--- config.mk ---
export PLATFORM = sky130hd
export DESIGN_NAME = riscv_mem_stage
export DESIGN_NICKNAME = d
export VERILOG_FILES = /design/src/source/riscv_em_pkg.sv /design/src/source/riscv_ppreg_em.sv /design/src/source/riscv_store_align.sv /design/src/source/riscv_dmem.sv /design/src/source/riscv_mem_result.sv /design/src/source/riscv_mem_stage.sv
export VERILOG_INCLUDE_DIRS = /design/src /design/src/source
export SDC_FILE = /design/constraint.sdc
export NUM_CORES = 2
export LEC_CHECK = 0
export BUFFER_PORTS_ARGS = -buffer_cell sky130_fd_sc_hd__buf_2
export CAP_MARGIN = 20
export CELL_PAD_IN_SITES_DETAIL_PLACEMENT = 0
export CELL_PAD_IN_SITES_GLOBAL_PLACEMENT = 2
export CORE_MARGIN = 5
export CORE_UTILIZATION = 47
export DETAILED_ROUTE_END_ITERATION = 10
export PLACE_DENSITY_LB_ADDON = 0.1
export SLEW_MARGIN = 20
export SYNTH_ARGS = -nofsm -noshare
export SYNTH_HDL_FRONTEND = slang
export SYNTH_SLANG_ARGS = --single-unit
--- constraint.sdc ---
create_clock -name i_riscv_em_clk -period 11.1 [get_ports i_riscv_em_clk]
set_clock_uncertainty 0.2 [all_clocks]
set_input_delay 0.555 -clock i_riscv_em_clk [delete_from_list [all_inputs] [get_ports i_riscv_em_clk]]
set_output_delay 0.555 -clock i_riscv_em_clk [all_outputs]
set_load 0.03 [all_outputs]
--- src/source/riscv_em_config.svh ---
`ifndef RISCV_EM_CONFIG_SVH
`define RISCV_EM_CONFIG_SVH

// ~~~~~~~~~~~~~~~~~~~~~~~~~~~~~~~~~~~~~~~~~~~~~~~~~~
// Memory stage sizing
// ~~~~~~~~~~~~~~~~~~~~~~~~~~~~~~~~~~~~~~~~~~~~~~~~~~

// Register and data path width.
`define RISCV_EM_XLEN 64

// Doubleword index bits of the data memory.
`define RISCV_EM_DMEM_ADDR_BITS 6

// Byte offset bits inside one doubleword.
`define RISCV_EM_BYTE_OFS_BITS 3

// Byte lanes per doubleword.
`define RISCV_EM_BYTE_LANES 8

`endif

--- src/source/riscv_em_pkg.sv ---
`default_nettype none

package riscv_em_pkg;

    // ~~~~~~~~~~~~~~~~~~~~~~~~~~~~~~~~~~~~~~~~~~~~~~~~~~
    // Major opcodes seen by the memory stage
    // ~~~~~~~~~~~~~~~~~~~~~~~~~~~~~~~~~~~~~~~~~~~~~~~~~~
    typedef enum logic [6:0] {
        OPC_LOAD   = 7'b0000011,
        OPC_STORE  = 7'b0100011,
        OPC_OP     = 7'b0110011,
        OPC_OP_IMM = 7'b0010011,
        OPC_LUI    = 7'b0110111,
        OPC_JAL    = 7'b1101111
    } opcode_e;

    // Load extension, same code as funct3 of the load.
    typedef enum logic [2:0] {
        EXT_B  = 3'b000,
        EXT_H  = 3'b001,
        EXT_W  = 3'b010,
        EXT_D  = 3'b011,
        EXT_BU = 3'b100,
        EXT_HU = 3'b101,
        EXT_WU = 3'b110
    } memext_e;

    typedef enum logic [1:0] {
        ST_B = 2'b00, // Byte.
        ST_H = 2'b01, // Halfword.
        ST_W = 2'b10, // Word.
        ST_D = 2'b11  // Doubleword.
    } storesrc_e;

    typedef enum logic [2:0] {
        RES_ALU = 3'b000,
        RES_MEM = 3'b001,
        RES_PC4 = 3'b010,
        RES_IMM = 3'b011
    } resultsrc_e;

endpackage

`default_nettype wire

--- src/source/riscv_ppreg_em.sv ---
`timescale 1ns/1ps
`default_nettype none

`include "riscv_em_config.svh"

module riscv_ppreg_em (
    input  wire logic                            i_riscv_em_clk,
    input  wire logic                            i_riscv_em_rst,
    input  wire logic                            i_riscv_em_en,     // High holds the stage.
    input  wire logic                            i_riscv_em_flush,
    input  wire logic                            i_riscv_em_regw_e,
    input  riscv_em_pkg::resultsrc_e             i_riscv_em_resultsrc_e,
    input  riscv_em_pkg::storesrc_e              i_riscv_em_storesrc_e,
    input  riscv_em_pkg::memext_e                i_riscv_em_memext_e,
    input  riscv_em_pkg::opcode_e                i_riscv_em_opcode_e,
    input  wire logic [4:0]                      i_riscv_em_rdaddr_e,
    input  wire logic [`RISCV_EM_XLEN-1:0]       i_riscv_em_result_e,
    input  wire logic [`RISCV_EM_XLEN-1:0]       i_riscv_em_storedata_e,
    input  wire logic [`RISCV_EM_XLEN-1:0]       i_riscv_em_pcplus4_e,
    input  wire logic [`RISCV_EM_XLEN-1:0]       i_riscv_em_imm_e,
    input  wire logic                            i_riscv_em_load_misaligned_e,
    input  wire logic                            i_riscv_em_store_misaligned_e,
    output logic                                 o_riscv_em_regw_m,
    output riscv_em_pkg::resultsrc_e             o_riscv_em_resultsrc_m,
    output riscv_em_pkg::storesrc_e              o_riscv_em_storesrc_m,
    output riscv_em_pkg::memext_e                o_riscv_em_memext_m,
    output riscv_em_pkg::opcode_e                o_riscv_em_opcode_m,
    output logic [4:0]                           o_riscv_em_rdaddr_m,
    output logic [`RISCV_EM_XLEN-1:0]            o_riscv_em_result_m,
    output logic [`RISCV_EM_XLEN-1:0]            o_riscv_em_storedata_m,
    output logic [`RISCV_EM_XLEN-1:0]            o_riscv_em_pcplus4_m,
    output logic [`RISCV_EM_XLEN-1:0]            o_riscv_em_imm_m,
    output logic                                 o_riscv_em_load_misaligned_m,
    output logic                                 o_riscv_em_store_misaligned_m
);

    // ~~~~~~~~~~~~~~~~~~~~~~~~~~~~~~~~~~~~~~~~~~~~~~~~~~
    // Reset, then flush to bubble, then capture
    // ~~~~~~~~~~~~~~~~~~~~~~~~~~~~~~~~~~~~~~~~~~~~~~~~~~
    always_ff @(posedge i_riscv_em_clk or posedge i_riscv_em_rst)
    begin
        if (i_riscv_em_rst)
        begin
            o_riscv_em_regw_m             <= 1'b0;
            o_riscv_em_resultsrc_m        <= riscv_em_pkg::RES_ALU;
            o_riscv_em_storesrc_m         <= riscv_em_pkg::ST_B;
            o_riscv_em_memext_m           <= riscv_em_pkg::EXT_B;
            o_riscv_em_opcode_m           <= riscv_em_pkg::opcode_e'(7'd0);
            o_riscv_em_rdaddr_m           <= '0;
            o_riscv_em_result_m           <= '0;
            o_riscv_em_storedata_m        <= '0;
            o_riscv_em_pcplus4_m          <= '0;
            o_riscv_em_imm_m              <= '0;
            o_riscv_em_load_misaligned_m  <= 1'b0;
            o_riscv_em_store_misaligned_m <= 1'b0;
        end
        else if (i_riscv_em_flush)
        begin
            // Opcode zero is neither load nor store.
            o_riscv_em_regw_m             <= 1'b0;
            o_riscv_em_resultsrc_m        <= riscv_em_pkg::RES_ALU;
            o_riscv_em_storesrc_m         <= riscv_em_pkg::ST_B;
            o_riscv_em_memext_m           <= riscv_em_pkg::EXT_B;
            o_riscv_em_opcode_m           <= riscv_em_pkg::opcode_e'(7'd0);
            o_riscv_em_rdaddr_m           <= '0;
            o_riscv_em_result_m           <= '0;
            o_riscv_em_storedata_m        <= '0;
            o_riscv_em_pcplus4_m          <= '0;
            o_riscv_em_imm_m              <= '0;
            o_riscv_em_load_misaligned_m  <= 1'b0;
            o_riscv_em_store_misaligned_m <= 1'b0;
        end
        else if (!i_riscv_em_en)
        begin
            o_riscv_em_regw_m             <= i_riscv_em_regw_e;
            o_riscv_em_resultsrc_m        <= i_riscv_em_resultsrc_e;
            o_riscv_em_storesrc_m         <= i_riscv_em_storesrc_e;
            o_riscv_em_memext_m           <= i_riscv_em_memext_e;
            o_riscv_em_opcode_m           <= i_riscv_em_opcode_e;
            o_riscv_em_rdaddr_m           <= i_riscv_em_rdaddr_e;
            o_riscv_em_result_m           <= i_riscv_em_result_e;
            o_riscv_em_storedata_m        <= i_riscv_em_storedata_e;
            o_riscv_em_pcplus4_m          <= i_riscv_em_pcplus4_e;
            o_riscv_em_imm_m              <= i_riscv_em_imm_e;
            o_riscv_em_load_misaligned_m  <= i_riscv_em_load_misaligned_e;
            o_riscv_em_store_misaligned_m <= i_riscv_em_store_misaligned_e;
        end
    end

endmodule

`default_nettype wire

--- src/source/riscv_store_align.sv ---
`timescale 1ns/1ps
`default_nettype none

`include "riscv_em_config.svh"

module riscv_store_align (
    input  riscv_em_pkg::opcode_e                      i_opcode,
    input  riscv_em_pkg::storesrc_e                    i_storesrc,
    input  wire logic                                  i_store_misaligned,
    input  wire logic [`RISCV_EM_XLEN-1:0]             i_addr,
    input  wire logic [`RISCV_EM_XLEN-1:0]             i_storedata,
    output logic                                       o_we,
    output logic [`RISCV_EM_BYTE_LANES-1:0]            o_byte_en,
    output logic [`RISCV_EM_DMEM_ADDR_BITS-1:0]        o_index,
    output logic [`RISCV_EM_XLEN-1:0]                  o_wdata
);

    logic [`RISCV_EM_BYTE_OFS_BITS-1:0] byte_ofs;
    logic [`RISCV_EM_BYTE_LANES-1:0]    size_mask;

    assign byte_ofs = i_addr[`RISCV_EM_BYTE_OFS_BITS-1:0];

    // Lanes covered by the access at offset zero.
    always_comb
    begin
        case (i_storesrc)
            riscv_em_pkg::ST_B: size_mask = 8'h01;
            riscv_em_pkg::ST_H: size_mask = 8'h03;
            riscv_em_pkg::ST_W: size_mask = 8'h0f;
            default:            size_mask = 8'hff;
        endcase
    end

    // A flagged store never reaches memory.
    assign o_we      = (i_opcode == riscv_em_pkg::OPC_STORE) && !i_store_misaligned;
    assign o_byte_en = size_mask << byte_ofs;
    assign o_wdata   = i_storedata << {byte_ofs, 3'b000}; // Move data onto its byte lanes.
    assign o_index   = i_addr[`RISCV_EM_DMEM_ADDR_BITS+`RISCV_EM_BYTE_OFS_BITS-1:
                              `RISCV_EM_BYTE_OFS_BITS];

endmodule

`default_nettype wire

--- src/source/riscv_dmem.sv ---
`timescale 1ns/1ps
`default_nettype none

`include "riscv_em_config.svh"

module riscv_dmem (
    input  wire logic                                  i_riscv_em_clk,
    input  wire logic                                  i_we,
    input  wire logic [`RISCV_EM_BYTE_LANES-1:0]       i_byte_en,
    input  wire logic [`RISCV_EM_DMEM_ADDR_BITS-1:0]   i_index,
    input  wire logic [`RISCV_EM_XLEN-1:0]             i_wdata,
    output logic [`RISCV_EM_XLEN-1:0]                  o_rdata
);

    localparam int DEPTH = 1 << `RISCV_EM_DMEM_ADDR_BITS;

    logic [`RISCV_EM_XLEN-1:0] mem [DEPTH];

    // ~~~~~~~~~~~~~~~~~~~~~~~~~~~~~~~~~~~~~~~~~~~~~~~~~~
    // Byte-enabled write port
    // ~~~~~~~~~~~~~~~~~~~~~~~~~~~~~~~~~~~~~~~~~~~~~~~~~~
    always_ff @(posedge i_riscv_em_clk)
    begin
        if (i_we)
        begin
            for (int b = 0; b < `RISCV_EM_BYTE_LANES; b++)
            begin
                if (i_byte_en[b])
                begin
                    mem[i_index][b*8 +: 8] <= i_wdata[b*8 +: 8];
                end
            end
        end
    end

    // Asynchronous read, so a load sees last cycle's store.
    assign o_rdata = mem[i_index];

endmodule

`default_nettype wire

--- src/source/riscv_mem_result.sv ---
`timescale 1ns/1ps
`default_nettype none

`include "riscv_em_config.svh"

module riscv_mem_result (
    input  riscv_em_pkg::opcode_e                i_opcode,
    input  riscv_em_pkg::memext_e                i_memext,
    input  riscv_em_pkg::resultsrc_e             i_resultsrc,
    input  wire logic                            i_regw,
    input  wire logic [4:0]                      i_rdaddr,
    input  wire logic [`RISCV_EM_XLEN-1:0]       i_result,
    input  wire logic [`RISCV_EM_XLEN-1:0]       i_pcplus4,
    input  wire logic [`RISCV_EM_XLEN-1:0]       i_imm,
    input  wire logic [`RISCV_EM_XLEN-1:0]       i_rdata,
    input  wire logic                            i_load_misaligned,
    input  wire logic                            i_store_misaligned,
    output logic                                 o_wb_regw,
    output logic [4:0]                           o_wb_rdaddr,
    output logic [`RISCV_EM_XLEN-1:0]            o_wb_data,
    output logic                                 o_trap
);

    localparam int XLEN = `RISCV_EM_XLEN;

    logic [`RISCV_EM_BYTE_OFS_BITS-1:0] byte_ofs;
    logic [XLEN-1:0]                    rd_shifted;
    logic [XLEN-1:0]                    load_data;

    assign byte_ofs   = i_result[`RISCV_EM_BYTE_OFS_BITS-1:0];
    assign rd_shifted = i_rdata >> {byte_ofs, 3'b000}; // Addressed byte to lane 0.

    always_comb
    begin
        case (i_memext)
            riscv_em_pkg::EXT_B:  load_data = {{(XLEN-8){rd_shifted[7]}}, rd_shifted[7:0]};
            riscv_em_pkg::EXT_H:  load_data = {{(XLEN-16){rd_shifted[15]}}, rd_shifted[15:0]};
            riscv_em_pkg::EXT_W:  load_data = {{(XLEN-32){rd_shifted[31]}}, rd_shifted[31:0]};
            riscv_em_pkg::EXT_BU: load_data = {{(XLEN-8){1'b0}}, rd_shifted[7:0]};
            riscv_em_pkg::EXT_HU: load_data = {{(XLEN-16){1'b0}}, rd_shifted[15:0]};
            riscv_em_pkg::EXT_WU: load_data = {{(XLEN-32){1'b0}}, rd_shifted[31:0]};
            default:              load_data = rd_shifted;
        endcase
    end

    // Writeback source.
    always_comb
    begin
        case (i_resultsrc)
            riscv_em_pkg::RES_MEM: o_wb_data = load_data;
            riscv_em_pkg::RES_PC4: o_wb_data = i_pcplus4;
            riscv_em_pkg::RES_IMM: o_wb_data = i_imm;
            default:               o_wb_data = i_result;
        endcase
    end

    assign o_trap = ((i_opcode == riscv_em_pkg::OPC_LOAD) && i_load_misaligned) ||
                    ((i_opcode == riscv_em_pkg::OPC_STORE) && i_store_misaligned);

    assign o_wb_regw   = i_regw && (i_rdaddr != 5'd0) && !o_trap; // x0 stays zero.
    assign o_wb_rdaddr = i_rdaddr;

endmodule

`default_nettype wire

--- src/source/riscv_mem_stage.sv ---
`timescale 1ns/1ps
`default_nettype none

`include "riscv_em_config.svh"

module riscv_mem_stage (
    input  wire logic                            i_riscv_em_clk,
    input  wire logic                            i_riscv_em_rst,
    input  wire logic                            i_riscv_em_en,
    input  wire logic                            i_flush,
    input  wire logic                            i_regw_e,
    input  riscv_em_pkg::resultsrc_e             i_resultsrc_e,
    input  riscv_em_pkg::storesrc_e              i_storesrc_e,
    input  riscv_em_pkg::memext_e                i_memext_e,
    input  riscv_em_pkg::opcode_e                i_opcode_e,
    input  wire logic [4:0]                      i_rdaddr_e,
    input  wire logic [`RISCV_EM_XLEN-1:0]       i_result_e,
    input  wire logic [`RISCV_EM_XLEN-1:0]       i_storedata_e,
    input  wire logic [`RISCV_EM_XLEN-1:0]       i_pcplus4_e,
    input  wire logic [`RISCV_EM_XLEN-1:0]       i_imm_e,
    input  wire logic                            i_load_misaligned_e,
    input  wire logic                            i_store_misaligned_e,
    output logic                                 o_wb_regw,
    output logic [4:0]                           o_wb_rdaddr,
    output logic [`RISCV_EM_XLEN-1:0]            o_wb_data,
    output logic                                 o_trap
);

    // ~~~~~~~~~~~~~~~~~~~~~~~~~~~~~~~~~~~~~~~~~~~~~~~~~~
    // M-stage fields
    // ~~~~~~~~~~~~~~~~~~~~~~~~~~~~~~~~~~~~~~~~~~~~~~~~~~
    logic                                  regw_m;
    riscv_em_pkg::resultsrc_e              resultsrc_m;
    riscv_em_pkg::storesrc_e               storesrc_m;
    riscv_em_pkg::memext_e                 memext_m;
    riscv_em_pkg::opcode_e                 opcode_m;
    logic [4:0]                            rdaddr_m;
    logic [`RISCV_EM_XLEN-1:0]             result_m;
    logic [`RISCV_EM_XLEN-1:0]             storedata_m;
    logic [`RISCV_EM_XLEN-1:0]             pcplus4_m;
    logic [`RISCV_EM_XLEN-1:0]             imm_m;
    logic                                  load_misaligned_m;
    logic                                  store_misaligned_m;

    // Memory port.
    logic                                  dmem_we;
    logic [`RISCV_EM_BYTE_LANES-1:0]       dmem_byte_en;
    logic [`RISCV_EM_DMEM_ADDR_BITS-1:0]   dmem_index;
    logic [`RISCV_EM_XLEN-1:0]             dmem_wdata;
    logic [`RISCV_EM_XLEN-1:0]             dmem_rdata;

    riscv_ppreg_em u_ppreg_em (
        .i_riscv_em_clk                (i_riscv_em_clk),
        .i_riscv_em_rst                (i_riscv_em_rst),
        .i_riscv_em_en                 (i_riscv_em_en),
        .i_riscv_em_flush              (i_flush),
        .i_riscv_em_regw_e             (i_regw_e),
        .i_riscv_em_resultsrc_e        (i_resultsrc_e),
        .i_riscv_em_storesrc_e         (i_storesrc_e),
        .i_riscv_em_memext_e           (i_memext_e),
        .i_riscv_em_opcode_e           (i_opcode_e),
        .i_riscv_em_rdaddr_e           (i_rdaddr_e),
        .i_riscv_em_result_e           (i_result_e),
        .i_riscv_em_storedata_e        (i_storedata_e),
        .i_riscv_em_pcplus4_e          (i_pcplus4_e),
        .i_riscv_em_imm_e              (i_imm_e),
        .i_riscv_em_load_misaligned_e  (i_load_misaligned_e),
        .i_riscv_em_store_misaligned_e (i_store_misaligned_e),
        .o_riscv_em_regw_m             (regw_m),
        .o_riscv_em_resultsrc_m        (resultsrc_m),
        .o_riscv_em_storesrc_m         (storesrc_m),
        .o_riscv_em_memext_m           (memext_m),
        .o_riscv_em_opcode_m           (opcode_m),
        .o_riscv_em_rdaddr_m           (rdaddr_m),
        .o_riscv_em_result_m           (result_m),
        .o_riscv_em_storedata_m        (storedata_m),
        .o_riscv_em_pcplus4_m          (pcplus4_m),
        .o_riscv_em_imm_m              (imm_m),
        .o_riscv_em_load_misaligned_m  (load_misaligned_m),
        .o_riscv_em_store_misaligned_m (store_misaligned_m)
    );

    // ALU result doubles as the data address.
    riscv_store_align u_store_align (
        .i_opcode           (opcode_m),
        .i_storesrc         (storesrc_m),
        .i_store_misaligned (store_misaligned_m),
        .i_addr             (result_m),
        .i_storedata        (storedata_m),
        .o_we               (dmem_we),
        .o_byte_en          (dmem_byte_en),
        .o_index            (dmem_index),
        .o_wdata            (dmem_wdata)
    );

    riscv_dmem u_dmem (
        .i_riscv_em_clk (i_riscv_em_clk),
        .i_we           (dmem_we),
        .i_byte_en      (dmem_byte_en),
        .i_index        (dmem_index),
        .i_wdata        (dmem_wdata),
        .o_rdata        (dmem_rdata)
    );

    riscv_mem_result u_mem_result (
        .i_opcode           (opcode_m),
        .i_memext           (memext_m),
        .i_resultsrc        (resultsrc_m),
        .i_regw             (regw_m),
        .i_rdaddr           (rdaddr_m),
        .i_result           (result_m),
        .i_pcplus4          (pcplus4_m),
        .i_imm              (imm_m),
        .i_rdata            (dmem_rdata),
        .i_load_misaligned  (load_misaligned_m),
        .i_store_misaligned (store_misaligned_m),
        .o_wb_regw          (o_wb_regw),
        .o_wb_rdaddr        (o_wb_rdaddr),
        .o_wb_data          (o_wb_data),
        .o_trap             (o_trap)
    );

endmodule

`default_nettype wire

==> results.md <==
- Max-cap violation count: 0
- FF-to-FF path depth: 6
- Synth Net Count: approximately 11000
- First-pass GRT wire length: 923000 µm
- Min Tclk post-route: between 8 and 9 ns
- Post-synthesis cell count: between 10000 and 15000
- Initial Util: 0.472
- Area leader, netlist: edfxtp_1
- DRT antenna net count: 0
- Die ar.: between 300000 and 400000 µm²
- CTS resizes: 0
- Via Count: approximately 110k
- Nets@finish: around 11000
- Library cells used by synthesis: 94
- Pwr/cell area: approximately 180 nW/µm²
- Post-synthesis sequential area ratio: 0.746
- Crit path max fanout: 48
- Die height: ~620 µm
- Fill count: just under 30000
- Clk pin slew, worst setup/hold paths: 0.06 ns
- Wirelength per Cell: about 41 µm
- Post-CTS setup buffers: 0
- Hold_buf cts: 380
- Htree depth: 5
- Cell depth of the worst hold path: 2
- Routability cong.: ~0.94
- Final worst-path cycle share: 0.795
- Share of cells above drive strength 1: 0.179
- Data arrival, critical path: approximately 8 ns
- Post-synth top area share: 0.706
- TNS Setup: 0 ns
- Hold EP: u_ppreg_em.o_riscv_em_result_m[5]$_DFFE_PP0P_
- Endpoints failing hold: 0
- Top cells by area, synth: edfxtp_1, mux2i_1, dfrtp_1
- Routed WL: between 600000 and 700000 µm
- Vias in the first global route: 106000
- Max Slew Vio Count: 0
- Min-delay src: i_flush
- Site Rows: 223
- Max Fclk: roughly 0.11 GHz
- Seq cells post-synth: 4375
- Global Route Usage Sum: 0.350
- Crit. End Element: output pin
- Core Region: roughly 370000 µm²
- Mean area per synthesized cell: 16.6 µm²
- Post-DP HPWL: between 400000 and 500000 µm
- R2r startpoint: u_ppreg_em.o_riscv_em_result_m[5]$_DFFE_PP0P_
- R2R Setup Slk: roughly 5 ns
- M3 GR Usage: 0.0851
- P_leak: about 70 nW
- Headroom to the max-slew limit: 0.145
- Synthesis-to-finish area growth: 15.4%
- Synth warn: 0
- Fin util: 0.545
- Top cells by count, synth: edfxtp_1, nor2_1, mux2i_1
- Crit Path Category: register to output pin
- Cts bufs inserted: 451
- Status: completed
- Worst setup SP type: register
- Pin count of the biggest net entering global routing: 116
- Total congestion overflow: 0
- TritonCTS Sinks: 4375
- Iteration-0 DRC Markers: between 15000 and 20000
- Worst EP required: about 10 ns
- Most common cell in the synthesized netlist: edfxtp_1
- Buffers on Ports: about 350
- Clk_lat worst skew: 1.00 ns
- DIE WIDTH: 619 µm
- Reg2reg end: u_dmem.mem[12][11]$_DFFE_PP_
- Tightest Pin Transition: between 1 and 1.5 ns
- RSZ-0062 raised after global routing: no
- Drt drc: 0
- CTS tree: done
- Busiest grt layer: met2
- Vias/cell: 6.67
- Commonest register cell after synthesis: edfxtp_1
- EDFF count, synth: about 4100
- Finish-stage setup viols: 0
- Maximum VDD drop: roughly 130 µV
- Classification of the worst-slack hold path: input pin to register
- Drt pass-1 iters: 7
- Ys async rst share: 0.0638
- Clk buf depth: 4
- Cell Area, Synth: between 150000 and 200000 µm²
- Met1 GRT Util: 0.474
- Root Buffer: clkbuf_16
- Io pins: between 300 and 400
- Met2 usage: 0.523
- Initial antenna violation count: just under 70
how the worst max path moves through the flow:
stage	from	endpoint	slack (ns)	depth (start not counted)
6_report	u_ppreg_em.o_riscv_em_result_m[4]$_DFFE_PP0P_	o_wb_data[30]	2.28	14
5_1_grt	u_ppreg_em.o_riscv_em_result_m[4]$_DFFE_PP0P_	o_wb_data[30]	2.51	14
4_1_cts	u_ppreg_em.o_riscv_em_result_m[4]$_DFFE_PP0P_	o_wb_data[30]	2.56	14
3_5_place_dp	u_ppreg_em.o_riscv_em_result_m[4]$_DFFE_PP0P_	o_wb_data[30]	3.60	14
3_3_place_gp	u_ppreg_em.o_riscv_em_result_m[4]$_DFFE_PP0P_	o_wb_data[30]	3.64	14
2_1_floorplan	i_riscv_em_rst	u_ppreg_em.o_riscv_em_imm_m[0]$_DFFE_PP0P_	2.65	1
stage by stage:
stage	total power [W]	std cells	instance area, µm²	setup slack, ns	hold slack (ns)
after global routing	0.0374	16600	201000	2.51	0.0397
after floorplan	0.0201	10500	174000	2.65	0.283
after global placement	0.0215	15300	182000	3.64	0.303
after CTS	0.0366	16500	201000	2.56	0.00236
final	0.0366	16600	201000	2.28	0.0448
after detailed placement	0.0215	15300	182000	3.60	0.311
cell usage in the layout (no fill, tap or decap), types with 22 or more instances in the layout:
master and instances:
a211oi_1 47, a21oi_1 274, a221o_1 86, a221oi_1 327
a222oi_1 42, a22o_1 101, a22oi_1 626, a31oi_1 88
a41oi_1 29, and2_1 22, and4_1 27, buf_12 36
buf_2 351, buf_4 300, bufinv_16 45, clkbuf_1 100
clkbuf_16 456, clkinv_1 95, clkinv_2 81, dfrtp_1 271
diode_2 59, dlygate4sd3_1 380, edfxtp_1 4096, mux2_2 275
mux2i_1 724, mux4_2 210, nand2_1 318, nand2_2 43
nand2b_1 24, nand3_1 51, nand4_1 76, nor2_1 934
nor2_2 45, nor4_1 24, o211ai_1 28, o21ai_0 176
o221ai_1 29, o22a_1 39, o22ai_1 131, o2bb2ai_1 51
registers in the layout (all words and copies together), names as in the netlist, 2 cells and up:
| signal | flops |
|---|---|
| u_ppreg_em.o_riscv_em_opcode_m | 7 |
| u_ppreg_em.o_riscv_em_storesrc_m | 2 |
| u_ppreg_em.o_riscv_em_resultsrc_m | 3 |
| u_ppreg_em.o_riscv_em_result_m | 64 |
| u_ppreg_em.o_riscv_em_pcplus4_m | 64 |
| u_ppreg_em.o_riscv_em_storedata_m | 64 |
| u_ppreg_em.o_riscv_em_rdaddr_m | 5 |
| u_dmem.mem | 4096 |
| u_ppreg_em.o_riscv_em_imm_m | 64 |
| u_ppreg_em.o_riscv_em_memext_m | 3 |
critical path: stages (launching register included):
cell       delay [ns]
dfrtp_4          0.71
buf_4            0.33
nor2_4           0.78
buf_4            0.88
buf_4            0.50
a22oi_1          0.15
and3_1           0.21
or4_1            0.49
or4_4            0.51
mux4_2           0.53
a22o_2           0.33
a2bb2oi_4        0.16
buf_4            0.49
o311ai_0         0.49
buf_2            0.32
power by group:
group / leakage, nW / switching, W / total [W] / internal, W
Clock: 7.10 / 0.00656 / 0.0152 / 0.00863
Sequential: 44.2 / 0.0000721 / 0.0183 / 0.0183
Combinational: 17.2 / 0.00225 / 0.00305 / 0.000798
Total: 68.5 / 0.00888 / 0.0366 / 0.0277
cell type report:
| cell class | count | area, µm² | share of cell area |
|---|---|---|---|
| antenna | 59 | 148 | 0.000734 |
| clock buffer | 565 | 11900 | 0.0592 |
| clock inverter | 257 | 2660 | 0.0132 |
| inverter | 21 | 108 | 0.000535 |
| multi-input combinational | 5291 | 41300 | 0.206 |
| sequential | 4375 | 130000 | 0.647 |
| tap | 4950 | 6190 | 0.0308 |
| timing repair buffer | 1074 | 8660 | 0.0431 |
kinds of logic after synthesis:
| logic type | share of synthesized area |
|---|---|
| compound gates | 0.0963 |
| simple gates | 0.0479 |
| flops | 0.746 |
| mux | 0.0865 |
| buf+inv | 0.0232 |
layer usage:
metal / part of all wire / routed length [µm]
met5: 0.00044 / 303
met4: 0.065 / 44400
met3: 0.11 / 74800
met2: 0.45 / 308000
met1: 0.38 / 260000
Note: power is estimated with default switching activity, not from simulation.
